[config.mk]
export PLATFORM = sky130hd
export DESIGN_NAME = write_back
export DESIGN_NICKNAME = d
export VERILOG_FILES = /design/src/wb_pkg.sv /design/src/write_back.sv /design/src/result_mux.sv /design/src/retire_select.sv /design/src/inflight_table.sv /design/src/id_order_stack.sv
export VERILOG_INCLUDE_DIRS = /design/src /design/src/src
export SDC_FILE = /design/constraint.sdc
export NUM_CORES = 1
export LEC_CHECK = 0
export ABC_AREA = 1
export CAP_MARGIN = 10
export CELL_PAD_IN_SITES_DETAIL_PLACEMENT = 1
export CELL_PAD_IN_SITES_GLOBAL_PLACEMENT = 1
export CORE_MARGIN = 2
export CORE_UTILIZATION = 47
export CTS_BUF_LIST = sky130_fd_sc_hd__clkbuf_8 sky130_fd_sc_hd__clkbuf_16
export DETAILED_ROUTE_END_ITERATION = 6
export DONT_BUFFER_PORTS = 1
export HOLD_SLACK_MARGIN = 0.02
export PLACE_DENSITY = 0.82
export SYNTH_ARGS = -nofsm -noshare
export SYNTH_HDL_FRONTEND = slang
export SYNTH_SLANG_ARGS = --single-unit
export TNS_END_PERCENT = 10
[constraint.sdc]
create_clock -name clk -period 4.9 [get_ports clk]
set_input_delay 0.735 -clock clk [delete_from_list [all_inputs] [get_ports clk]]
set_output_delay 0.735 -clock clk [all_outputs]
set_load 0.02 [all_outputs]
[src/wb_consts.svh]
`ifndef WB_CONSTS_SVH
`define WB_CONSTS_SVH

//////////////////////////////////////////////////////////////
// Write-back sizing
//////////////////////////////////////////////////////////////

// Function units that report completions to write-back
`define WB_UNITS 3

// Instructions that may be in flight at once
`define WB_DEPTH 4

// Instruction ID width, enough to name every in-flight slot
`define WB_ID_W 2

// Result word width
`define WB_XLEN 32

// Register file address width
`define WB_RADDR_W 5

`endif
[src/wb_pkg.sv]
`include "wb_consts.svh"

package wb_pkg;

    //////////////////////////////////////////////////////////////
    // Shared write-back types
    //////////////////////////////////////////////////////////////

    // Tag carried by an instruction from issue to retirement
    typedef logic [`WB_ID_W-1:0] id_t;

    // One-hot set of function units, one bit per unit
    typedef logic [`WB_UNITS-1:0] unit_mask_t;

    // Destination register number
    typedef logic [`WB_RADDR_W-1:0] raddr_t;

    // Result value produced by a unit
    typedef logic [`WB_XLEN-1:0] word_t;

endpackage

[src/write_back.sv]
`timescale 1ns/1ps
`include "wb_consts.svh"

module write_back (
    input  logic                 clk,
    input  logic                 rst_n,
    input  logic                 inorder,
    input  logic                 suppress,
    input  logic                 issue,
    input  wb_pkg::unit_mask_t   issue_unit,
    input  wb_pkg::raddr_t       issue_rd,
    output logic                 id_available,
    output wb_pkg::id_t          issue_id,
    input  logic [`WB_UNITS-1:0] unit_done,
    input  wb_pkg::id_t          unit_id [`WB_UNITS-1:0],
    input  wb_pkg::word_t        unit_result [`WB_UNITS-1:0],
    output wb_pkg::unit_mask_t   accepted,
    output logic                 instruction_complete,
    output logic                 rf_write,
    output wb_pkg::raddr_t       rf_addr,
    output wb_pkg::word_t        rf_data,
    output wb_pkg::id_t          rf_id,
    output logic                 queue_empty
);

    // Age-ordered ID list from the stack
    wb_pkg::id_t ordering [`WB_DEPTH-1:0];

    // Same-cycle retirement choice
    logic                 retire;
    wb_pkg::id_t          retire_id;
    logic [`WB_DEPTH-1:0] shift_mask;
    logic [`WB_DEPTH-1:0] id_done;

    // Retirement one cycle later and the packet it selects
    logic               retire_r;
    wb_pkg::id_t        ret_id_r;
    wb_pkg::unit_mask_t ret_unit;
    wb_pkg::raddr_t     ret_rd;
    logic               ret_rd_nzero;

    //////////////////////////////////////////////////////////////
    // Bookkeeping
    //////////////////////////////////////////////////////////////

    id_order_stack i_id_order_stack (
        .clk          (clk),
        .rst_n        (rst_n),
        .issue        (issue),
        .retire       (retire),
        .shift_mask   (shift_mask),
        .retire_id    (retire_id),
        .ordering     (ordering),
        .next_id      (issue_id),
        .id_available (id_available),
        .queue_empty  (queue_empty)
    );

    // Issue always takes the ID the stack is offering
    inflight_table i_inflight_table (
        .clk          (clk),
        .rst_n        (rst_n),
        .issue        (issue),
        .issue_id     (issue_id),
        .issue_unit   (issue_unit),
        .issue_rd     (issue_rd),
        .unit_done    (unit_done),
        .unit_id      (unit_id),
        .retire       (retire),
        .retire_id    (retire_id),
        .ret_id_r     (ret_id_r),
        .id_done      (id_done),
        .ret_unit     (ret_unit),
        .ret_rd       (ret_rd),
        .ret_rd_nzero (ret_rd_nzero)
    );

    //////////////////////////////////////////////////////////////
    // Retirement and result path
    //////////////////////////////////////////////////////////////

    retire_select i_retire_select (
        .clk        (clk),
        .rst_n      (rst_n),
        .inorder    (inorder),
        .ordering   (ordering),
        .id_done    (id_done),
        .retire     (retire),
        .retire_id  (retire_id),
        .shift_mask (shift_mask),
        .retire_r   (retire_r),
        .ret_id_r   (ret_id_r)
    );

    result_mux i_result_mux (
        .retire_r             (retire_r),
        .ret_id_r             (ret_id_r),
        .ret_unit             (ret_unit),
        .ret_rd               (ret_rd),
        .ret_rd_nzero         (ret_rd_nzero),
        .suppress             (suppress),
        .unit_result          (unit_result),
        .accepted             (accepted),
        .instruction_complete (instruction_complete),
        .rf_write             (rf_write),
        .rf_addr              (rf_addr),
        .rf_data              (rf_data),
        .rf_id                (rf_id)
    );

endmodule

[src/result_mux.sv]
`timescale 1ns/1ps
`include "wb_consts.svh"

module result_mux (
    input  logic               retire_r,
    input  wb_pkg::id_t        ret_id_r,
    input  wb_pkg::unit_mask_t ret_unit,
    input  wb_pkg::raddr_t     ret_rd,
    input  logic               ret_rd_nzero,
    input  logic               suppress,
    input  wb_pkg::word_t      unit_result [`WB_UNITS-1:0],
    output wb_pkg::unit_mask_t accepted,
    output logic               instruction_complete,
    output logic               rf_write,
    output wb_pkg::raddr_t     rf_addr,
    output wb_pkg::word_t      rf_data,
    output wb_pkg::id_t        rf_id
);

    // The owner mask is one-hot, so gating it gives a single acknowledge
    assign accepted = ret_unit & {`WB_UNITS{retire_r}};

    assign instruction_complete = retire_r;

    //////////////////////////////////////////////////////////////
    // Register file write port
    //////////////////////////////////////////////////////////////

    // No write for register zero or while write-back is held off
    assign rf_write = retire_r & ret_rd_nzero & ~suppress;
    assign rf_addr  = ret_rd;
    assign rf_id    = ret_id_r;

    // AND-OR pick of the owning unit's held result
    always_comb begin
        rf_data = '0;
        for (int u = 0; u < `WB_UNITS; u++) begin
            rf_data |= unit_result[u] & {`WB_XLEN{ret_unit[u]}};
        end
    end

endmodule

[src/retire_select.sv]
`timescale 1ns/1ps
`include "wb_consts.svh"

module retire_select (
    input  logic                 clk,
    input  logic                 rst_n,
    input  logic                 inorder,
    input  wb_pkg::id_t          ordering [`WB_DEPTH-1:0],
    input  logic [`WB_DEPTH-1:0] id_done,
    output logic                 retire,
    output wb_pkg::id_t          retire_id,
    output logic [`WB_DEPTH-1:0] shift_mask,
    output logic                 retire_r,
    output wb_pkg::id_t          ret_id_r
);

    // Done bits rearranged so that bit i belongs to list slot i
    logic [`WB_DEPTH-1:0] done_by_age;

    //////////////////////////////////////////////////////////////
    // Oldest done search
    //////////////////////////////////////////////////////////////

    always_comb begin
        for (int i = 0; i < `WB_DEPTH; i++) begin
            done_by_age[i] = id_done[ordering[i]];
        end
    end

    // Walk from the newest slot to the oldest, so the last hit wins and
    // names the oldest done instruction
    // Slot zero is the default and is always part of the shift
    always_comb begin
        retire_id     = ordering[0];
        shift_mask    = '0;
        shift_mask[0] = 1'b1;
        for (int i = 1; i < `WB_DEPTH; i++) begin
            if (done_by_age[i]) begin
                retire_id = ordering[i];
                for (int j = 0; j <= i; j++) begin
                    shift_mask[j] = 1'b1;
                end
            end
        end
    end

    // In order, only the top slot may leave and then the search above
    // already points at it
    // Free IDs never carry a done bit, so an empty list retires nothing
    assign retire = inorder ? done_by_age[`WB_DEPTH-1] : |done_by_age;

    //////////////////////////////////////////////////////////////
    // Retirement register
    //////////////////////////////////////////////////////////////

    always_ff @(posedge clk) begin
        if (!rst_n) begin
            retire_r <= 1'b0;
        end else begin
            retire_r <= retire;
        end
    end

    // ID only matters while retire_r is high
    always_ff @(posedge clk) begin
        ret_id_r <= retire_id;
    end

endmodule

[src/inflight_table.sv]
`timescale 1ns/1ps
`include "wb_consts.svh"

module inflight_table (
    input  logic                  clk,
    input  logic                  rst_n,
    input  logic                  issue,
    input  wb_pkg::id_t           issue_id,
    input  wb_pkg::unit_mask_t    issue_unit,
    input  wb_pkg::raddr_t        issue_rd,
    input  logic [`WB_UNITS-1:0]  unit_done,
    input  wb_pkg::id_t           unit_id [`WB_UNITS-1:0],
    input  logic                  retire,
    input  wb_pkg::id_t           retire_id,
    input  wb_pkg::id_t           ret_id_r,
    output logic [`WB_DEPTH-1:0]  id_done,
    output wb_pkg::unit_mask_t    ret_unit,
    output wb_pkg::raddr_t        ret_rd,
    output logic                  ret_rd_nzero
);

    // Packet fields written at issue and read back at retirement
    wb_pkg::unit_mask_t owner_tbl [`WB_DEPTH-1:0];
    wb_pkg::raddr_t     rd_tbl    [`WB_DEPTH-1:0];
    logic               nzero_tbl [`WB_DEPTH-1:0];

    // Set while an ID belongs to an issued, not yet retired instruction
    logic [`WB_DEPTH-1:0] id_live;

    // Reports seen this cycle and reports held from earlier cycles
    logic [`WB_DEPTH-1:0] done_fresh;
    logic [`WB_DEPTH-1:0] done_sticky;

    //////////////////////////////////////////////////////////////
    // Packet table
    //////////////////////////////////////////////////////////////

    always_ff @(posedge clk) begin
        if (issue) begin
            owner_tbl[issue_id] <= issue_unit;
            rd_tbl[issue_id]    <= issue_rd;
            // Register zero is never written, so remember that now
            nzero_tbl[issue_id] <= (issue_rd != '0);
        end
    end

    // A unit keeps its report up during the cycle it is acknowledged, which
    // is after its ID has already retired. The live bit hides that echo
    always_ff @(posedge clk) begin
        if (!rst_n) begin
            id_live <= '0;
        end else begin
            for (int i = 0; i < `WB_DEPTH; i++) begin
                if (retire && retire_id == wb_pkg::id_t'(i)) begin
                    id_live[i] <= 1'b0;
                end else if (issue && issue_id == wb_pkg::id_t'(i)) begin
                    id_live[i] <= 1'b1;
                end
            end
        end
    end

    //////////////////////////////////////////////////////////////
    // Done tracking
    //////////////////////////////////////////////////////////////

    // OR every unit report that names the same ID
    always_comb begin
        done_fresh = '0;
        for (int i = 0; i < `WB_DEPTH; i++) begin
            for (int u = 0; u < `WB_UNITS; u++) begin
                if (unit_done[u] && unit_id[u] == wb_pkg::id_t'(i)) begin
                    done_fresh[i] = id_live[i];
                end
            end
        end
    end

    // A report that is not serviced stays recorded until its ID retires
    always_ff @(posedge clk) begin
        for (int i = 0; i < `WB_DEPTH; i++) begin
            if (!rst_n || (retire && retire_id == wb_pkg::id_t'(i))) begin
                done_sticky[i] <= 1'b0;
            end else if (done_fresh[i]) begin
                done_sticky[i] <= 1'b1;
            end
        end
    end

    assign id_done = done_sticky | done_fresh;

    // Fields of the instruction retired on the previous edge
    assign ret_unit     = owner_tbl[ret_id_r];
    assign ret_rd       = rd_tbl[ret_id_r];
    assign ret_rd_nzero = nzero_tbl[ret_id_r];

endmodule

[src/id_order_stack.sv]
`timescale 1ns/1ps
`include "wb_consts.svh"

module id_order_stack (
    input  logic             clk,
    input  logic             rst_n,
    input  logic             issue,
    input  logic             retire,
    input  logic [`WB_DEPTH-1:0] shift_mask,
    input  wb_pkg::id_t      retire_id,
    output wb_pkg::id_t      ordering [`WB_DEPTH-1:0],
    output wb_pkg::id_t      next_id,
    output logic             id_available,
    output logic             queue_empty
);

    // Index of the oldest slot in the list
    localparam wb_pkg::id_t top_slot = wb_pkg::id_t'(`WB_DEPTH - 1);

    // Number of instructions in flight, zero up to the full depth
    logic [`WB_ID_W:0] inflight_count;

    // Highest slot that still holds a free ID
    wb_pkg::id_t free_slot;

    //////////////////////////////////////////////////////////////
    // ID list
    //////////////////////////////////////////////////////////////

    // In-flight IDs fill the list from the top slot downwards, so the
    // oldest instruction always sits at the highest index
    // Free IDs occupy the slots below them
    // Issue needs no movement: the highest free slot simply becomes the
    // newest in-flight entry once the counter steps up
    always_ff @(posedge clk) begin
        if (!rst_n) begin
            for (int i = 0; i < `WB_DEPTH; i++) begin
                ordering[i] <= wb_pkg::id_t'(i);
            end
        end else if (retire) begin
            // Every slot below the retiring one moves up by one place
            for (int i = 1; i < `WB_DEPTH; i++) begin
                if (shift_mask[i]) begin
                    ordering[i] <= ordering[i-1];
                end
            end
            // The retired ID drops back in as the lowest free entry
            if (shift_mask[0]) begin
                ordering[0] <= retire_id;
            end
        end
    end

    //////////////////////////////////////////////////////////////
    // In-flight counter
    //////////////////////////////////////////////////////////////

    // Issue and retirement in the same cycle leave the count alone
    always_ff @(posedge clk) begin
        if (!rst_n) begin
            inflight_count <= '0;
        end else begin
            case ({issue, retire})
                2'b10:   inflight_count <= inflight_count + 1'b1;
                2'b01:   inflight_count <= inflight_count - 1'b1;
                default: inflight_count <= inflight_count;
            endcase
        end
    end

    // The wrap at a full list is harmless since id_available is low then
    assign free_slot = top_slot - inflight_count[`WB_ID_W-1:0];
    assign next_id   = ordering[free_slot];

    // Availability ends once every ID is handed out
    assign id_available = (inflight_count != (`WB_ID_W+1)'(`WB_DEPTH));
    assign queue_empty  = (inflight_count == '0);

endmodule

# After elaboration in Yosys (flattened, before gate mapping)
# Memory sizes are Yosys's and may differ from the RTL's. A register that Yosys moved wholly into a read port is not among the register bits.
# Index checks and enable logic that the tools add are counted.
# W data, S select, Z words.
[word_totals] regBits=22 mem_bits_rw=36 input_bits=118 output_inout_bits=48 wordCells=129 mem_count=3
[memory_table] memory="i_inflight_table.rd_tbl" depth=4 word_bits=5 rd=1 rd_ports_with_merged_regs=1 write_ports=1 line="inflight_table.sv:24" rtl="wb_pkg::raddr_t rd_tbl [`WB_DEPTH-1:0];"
[memory_table] memory="i_inflight_table.owner_tbl" depth=4 word_bits=3 rd=1 rd_ports_with_merged_regs=1 write_ports=1 line="inflight_table.sv:23" rtl="wb_pkg::unit_mask_t owner_tbl [`WB_DEPTH-1:0];"
[memory_table] memory="i_inflight_table.nzero_tbl" depth=4 word_bits=1 rd=1 rd_ports_with_merged_regs=1 write_ports=1 line="inflight_table.sv:25" rtl="logic nzero_tbl [`WB_DEPTH-1:0];"
[op_classes] n_addsub=3 order_cmp=5 eq_ne=18 n_mux=32 bitwise=11 n_reduce_logical=42
[op_table] cell="$and A32 B32 Y32" n=3
[op_table] cell="$or A32 B32 Y32" n=2
[op_table] cell="$eq A2 B2 Y1 const B" n=11
[op_table] cell="$logic_and A1 B1 Y1" n=20
[op_table] cell="$mux W1" n=19
[op_table] cell="$lt A2 B3 Y1 const B" n=5
[op_table] cell="$eq A2 B1 Y1 const B" n=6
[op_table] cell="$logic_not A2 Y1" n=5
[op_table] cell="$mux W2" n=5
[op_table] cell="$bmux W1 S2" n=4
[op_table] cell="$reduce_and A2 Y1" n=4
[op_table] cell="$reduce_or A2 Y1" n=4
[op_table] cell="$pmux W3 S2" n=1
[op_table] cell="$reduce_bool A5 Y1" n=1
[op_table] cell="$bmux W2 S2" n=1
[op_table] cell="$logic_or A1 B1 Y1" n=4
[op_table] cell="$mux W4" n=1
[op_table] cell="$or A4 B4 Y4" n=1
[op_table] cell="$reduce_or A4 Y1" n=1
[op_table] cell="$add A3 B1 Y3 const B" n=1
[op_table] cell="$and A3 B3 Y3" n=1
[op_table] cell="$logic_not A3 Y1" n=1
[op_table] cell="$mux W3" n=1
[op_table] cell="$ne A3 B3 Y1 const B" n=1
[op_table] cell="other kinds (6)" n=8

# Logic depth before layout (Yosys ltp)
[logic_depth] word_depth=14 mapped_depth=18 mapped_depth_nobuf=18

# By module
# From an unflattened synthesis, not the netlist that was laid out.
[hier_totals] hier_cells=465 hier_area_um2=3647.2
[modules_own_cells] module="inflight_table" n_inst=1 cells_per_inst=164 area_per_inst_um2=1899.3 seq_area_each_um2=1241.2
[modules_own_cells] module="result_mux" n_inst=1 cells_per_inst=156 area_per_inst_um2=833.3 seq_area_each_um2=0.0
[modules_own_cells] module="id_order_stack" n_inst=1 cells_per_inst=77 area_per_inst_um2=529.3 seq_area_each_um2=220.2
[modules_own_cells] module="retire_select" n_inst=1 cells_per_inst=68 area_per_inst_um2=385.4 seq_area_each_um2=60.1

# Worst setup path after synthesis
# Ideal clock, no wire load.
[synth_timing] kind="input to register" startpoint="input unit_id[4] (netlist bit)" endpoint="register i_id_order_stack.inflight_count[2]" setup_time_ns=0.122 arrival_ns=2.577 slack_ns=2.201 cell_stages=18 n_path_buf=0 path_cell_list="inv_1 nand3_1 nand3_1 nand2_2 nand3_2 nand3_2 nand2_4 nor2_2 inv_2 nand2_4 inv_2 ha_1 inv_1 fa_1 a21oi_1 o21ai_0 o21ai_0 a21oi_1"
[synth_between] elab_chain_len=10
[synth_rtl] item="start: declaration" line="write_back.sv:15" rtl="input wb_pkg::id_t unit_id [`WB_UNITS-1:0],"
[synth_rtl] item="$eq A2 B1 Y1, or another cell as far along" line="inflight_table.sv:72" rtl="if (unit_done[u] && unit_id[u] == wb_pkg::id_t'(i)) begin"
[synth_rtl] item="$logic_and A1 B1 Y1" line="inflight_table.sv:72"
[synth_rtl] item="$mux W1" line="inflight_table.sv:72"
[synth_rtl] item="$or A4 B4 Y4 (*)" line="inflight_table.sv:90" rtl="assign id_done = done_sticky | done_fresh;"
[synth_rtl] item="$bmux W1 S2" line="retire_select.sv:26" rtl="done_by_age[i] = id_done[ordering[i]];"
[synth_rtl] item="$mux W1 (implied by the code)" line="retire_select.sv:26"
[synth_rtl] item="$reduce_or A4 Y1" line="retire_select.sv:50" rtl="assign retire = inorder ? done_by_age[`WB_DEPTH-1] : |done_by_age;"
[synth_rtl] item="$mux W1 (*)" line="retire_select.sv:50"
[synth_rtl] item="net i_id_order_stack.retire" line="id_order_stack.sv:8" rtl="input logic retire,"
[synth_rtl] item="$eq A2 B1 Y1 / $eq A2 B2 Y1 (equally long branches)" line="id_order_stack.sv:63" rtl="case ({issue, retire})"
[synth_rtl] item="$pmux W3 S2 / $reduce_bool A2 Y1 (equally long branches)"
[synth_rtl] item="end signal: assignment" line="id_order_stack.sv:64" rtl="2'b10: inflight_count <= inflight_count + 1'b1;"
[synth_rtl] item="end signal: assignment" line="id_order_stack.sv:65" rtl="2'b01: inflight_count <= inflight_count - 1'b1;"
[synth_rtl] item="end signal: assignment" line="id_order_stack.sv:66" rtl="default: inflight_count <= inflight_count;"
[synth_rtl] item="end: declaration" line="id_order_stack.sv:21" rtl="logic [`WB_ID_W:0] inflight_count;"
# The timed path passes the listed nets; every way through them passes the cells marked *. The select of a mux whose other input is x is not followed.
# A chain may end at the register's enable or synchronous reset.

==> summary.txt <==
Cells and area
  – Multi-input gate area: 1410 um^2
  – Ant. Diodes: 0
  – Register Area: 1520 um^2
  – Finished Core Util: 53.8%
  – Final Net Count: 555
  – Fill cells: 857
  – Area Overhead vs Synth: 9.08%
  – Share of cells above drive strength 1: 10.9%

Drt
  – DRC violations left: 0
  – Vias: slightly below 3000
  – Antenna-violating nets left: 0
  – 1st-iter DRT viols: 95
  – Via density: 5.55
  – Total Wirelength: 9480 um
  – 1st-pass router iterations: 4
  – Wire per inst: 17.7 um

Timing
  – RSZ-0062 raised after global routing: false
  – Hold Fails Final Rpt: 0
  – Setup TNS: 0 ns
  – Tcrit/Tclk final: 71.2%
  – Slew Viols, Final: 0
  – Final WS setup: 1.41 ns
  – Worst-Margin Slew: 1.05 ns
  – # setup viols final: 0
  – Final Critical Period: 3.49 ns
  – Worst relative slew slack: 29.9%
  – FMAX: 0.287 GHz
  – Worst Skew: roughly 0.013 ns

Synthesis
  – Cell variety after synth: 29
  – Largest cells by area after synthesis: edfxtp_1 (32%), dfxtp_1 (13%), inv_1 (11%)
  – Yosys top cell area share: 31.9%
  – Netlist Area Pre-Place: 3390 um^2
  – Yosys warnings: 0
  – Syn avg cell area: 7.79 um^2
  – Syn_nets: 555
  – Seq/Total Area, Yosys: roughly 45%
  – Post-Syn Instances: 435
  – Seq cells post-synth: 58
  – Synth area leader: edfxtp_1

Power
  – Reg power frac: 27.0%
  – Net Switching: ~1.5 mW
  – Lkg Pwr: 1.69 nW
  – Sw Share: between 50% and 60%
  – Clk pwr share: 17.3%
  – Gate power share: 55.7%
  – Internal cell power: 1.36 mW
  – Maximum VDD drop: 0.000339 V
  – Power per cell area: 769 nW/um^2

Setup path
  – Worst Path Buf+Inv: 3
  – FF-to-FF End: i_inflight_table.rd_tbl[3][1]
  – CP Launch Type: flip-flop
  – Reg2Reg Setup Slack: approximately 2.4 ns
  – Worst path top cell family by delay: buffers and inverters
  – Crit. End Element: primary output
  – Critical Path Start: rf_id[0]
  – CP Class: flip-flop to primary output
  – Worst EP arrival: about 2.8 ns
  – Critical Path RT: 4.16 ns
  – Crit path cell chain: buf_4 > clkinv_1 > nand2_1 > a32o_1 > buf_4 > o221ai_1
  – CP max-delay cell: a32o_1
  – R2R Path Start: i_id_order_stack.ordering[6]
  – CP dominant cell by count: buf_4
  – Crit Path Max Fanout: 20
  – R2r worst-path depth: 6
  – CP max stage delay: just under 0.6 ns

Place
  – I/O Buffers: 0
  – Gp weighted congestion: 0.824
  – Setup WS pre-CTS: 1.76 ns
  – DP HPWL: 7250 um

Worst hold path
  – Hold Crit Depth: 0
  – Hold Path End: i_inflight_table.rd_tbl[0][4]
  – HP Start: issue_rd[4]
  – HP Class: input port to flip-flop

Floorplan
  – Initial core utilization: approximately 50%
  – Row cnt: 30
  – I/O pins: around 170
  – Die area: 7910 um^2
  – Die H: 88.9 um
  – Die W: 88.9 um
  – Core Region: approximately 6900 um^2

Job
  – Number of max-cap violations: 0

Clock network
  – Clock tree from TritonCTS: yes
  – Number of post-CTS setup repair buffers: 0
  – Cts hold-fix bufs: 0
  – Worst-path clk slew: 0.08 ns
  – Number of H-tree levels: 3
  – Max clock buf depth: 2
  – Num CTS Buffers: 9
  – Clk_lat worst skew: between 0.3 and 0.4 ns
  – Clock root buffer: clkbuf_8
  – CTS-repair resized insts: 0
  – Sink Count: between 50 and 60

Global route
  – Largest net degree at the start of global routing: 34
  – GRT Total Usage: around 22%
  – Global-route wire length before repair: around 14000 um
  – Vias in the first global route: 2792
  – GRT overflow: 0
  – Initial antenna violation count: 0

Run status
  – Outcome: complete, no violations
layout by cell type, fill, tap and decap left out, types with 2 or more instances in the layout:
master	synthesis	layout
bufinv_16	0	2
a32o_1	2	2
dfxtp_1	22	22
edfxtp_1	36	36
inv_1	99	99
nand2_1	70	70
or2_2	2	2
clkbuf_8	0	9
a21oi_1	19	19
buf_4	0	3
clkinv_4	0	3
nand3_2	8	8
nor2_1	36	36
o211ai_1	3	3
o22ai_1	6	6
nand2_2	9	9
nand2_4	2	2
nand3_1	40	40
inv_2	5	5
o21ai_0	19	19
o221ai_1	32	32
nor3_1	2	2
worst max-delay path by stage:
stage	endpoint	slack, ns	cells past startpoint
5_1_grt	rf_data[12]	1.26	6
3_3_place_gp	rf_data[12]	1.83	6
6_report	rf_data[12]	1.41	6
3_5_place_dp	rf_data[13]	1.76	6
2_1_floorplan	i_id_order_stack.inflight_count[2]	2.20	18
4_1_cts	rf_data[12]	1.40	6
flip-flops by register name, summed over array words and instances (netlist names):
signal / flops
i_inflight_table.rd_tbl: 20
i_inflight_table.owner_tbl: 12
i_id_order_stack.ordering: 8
i_inflight_table.done_sticky: 4
i_inflight_table.id_live: 4
i_inflight_table.nzero_tbl: 4
i_id_order_stack.inflight_count: 3
rf_id: 2
i_retire_select.retire_r: 1
worst reg2reg max path: stages, from the launching register on:
cell     delay [ns]
dfxtp_1        0.36
inv_1          0.11
nor2_1         0.11
inv_1          0.05
a32oi_1        0.65
inv_1          0.14
nor2_1         0.75
cell type report:
cell class / instances / share of cell area [%]
timing repair buffer: 3 / 0.609
multi-input combinational: 258 / 38.2
clock inverter: 7 / 2.77
tap: 96 / 3.25
sequential: 58 / 41.2
clock buffer: 9 / 3.35
inverter: 105 / 10.7
Yosys cell counts (all sizes together):
| cell | count |
|---|---|
| o211ai | 3 |
| o221ai | 32 |
| a21oi | 19 |
| or2 | 2 |
| o21ai | 20 |
| ha | 1 |
| nand3 | 48 |
| clkbuf | 7 |
| buf | 7 |
| nor2 | 38 |
| inv | 104 |
| fa | 1 |
| nor3b | 1 |
| a32oi | 1 |
| nor3 | 2 |
| dfxtp | 22 |
| edfxtp | 36 |
| clkinv | 1 |
| nand2 | 81 |
| o22ai | 6 |
| nand3b | 1 |
| a32o | 2 |
power groups by stage:
stage	logic, mW	registers, mW	clock network [mW]
floorplan	1.31	0.749	0
global placement	1.54	0.769	0
detailed placement	1.59	0.776	0
CTS	1.60	0.768	0.497
global route	1.74	0.783	0.515
finish	1.59	0.768	0.491
logic make-up after synthesis:
family	count (synthesis)	share of synthesized area [%]
and+or+nand+nor	173	24.1
buffers and inverters	119	13.4
AOI/OAI and AO/OA	83	16.6
DFF	58	44.9
adders and majority gates	2	0.960
layer usage:
metal  share of wire [%]  global-route usage [%]
met5                   0                       0
met4                0.72                    5.65
met3                 6.1                    6.74
met2                  52                    38.4
met1                  41                    27.8
metrics by stage:
step                      power [mW]  instances  area [um^2]  hold slack (ns)
final                           2.84        536         3700            0.484
after global routing            3.04        536         3700            0.464
after CTS                       2.86        536         3700            0.472
after detailed placement        2.36        520         3470            0.482
after global placement          2.31        520         3470            0.461
after floorplan                 2.06        435         3390            0.452
No activity file was read; power rests on OpenSTA's default activity.
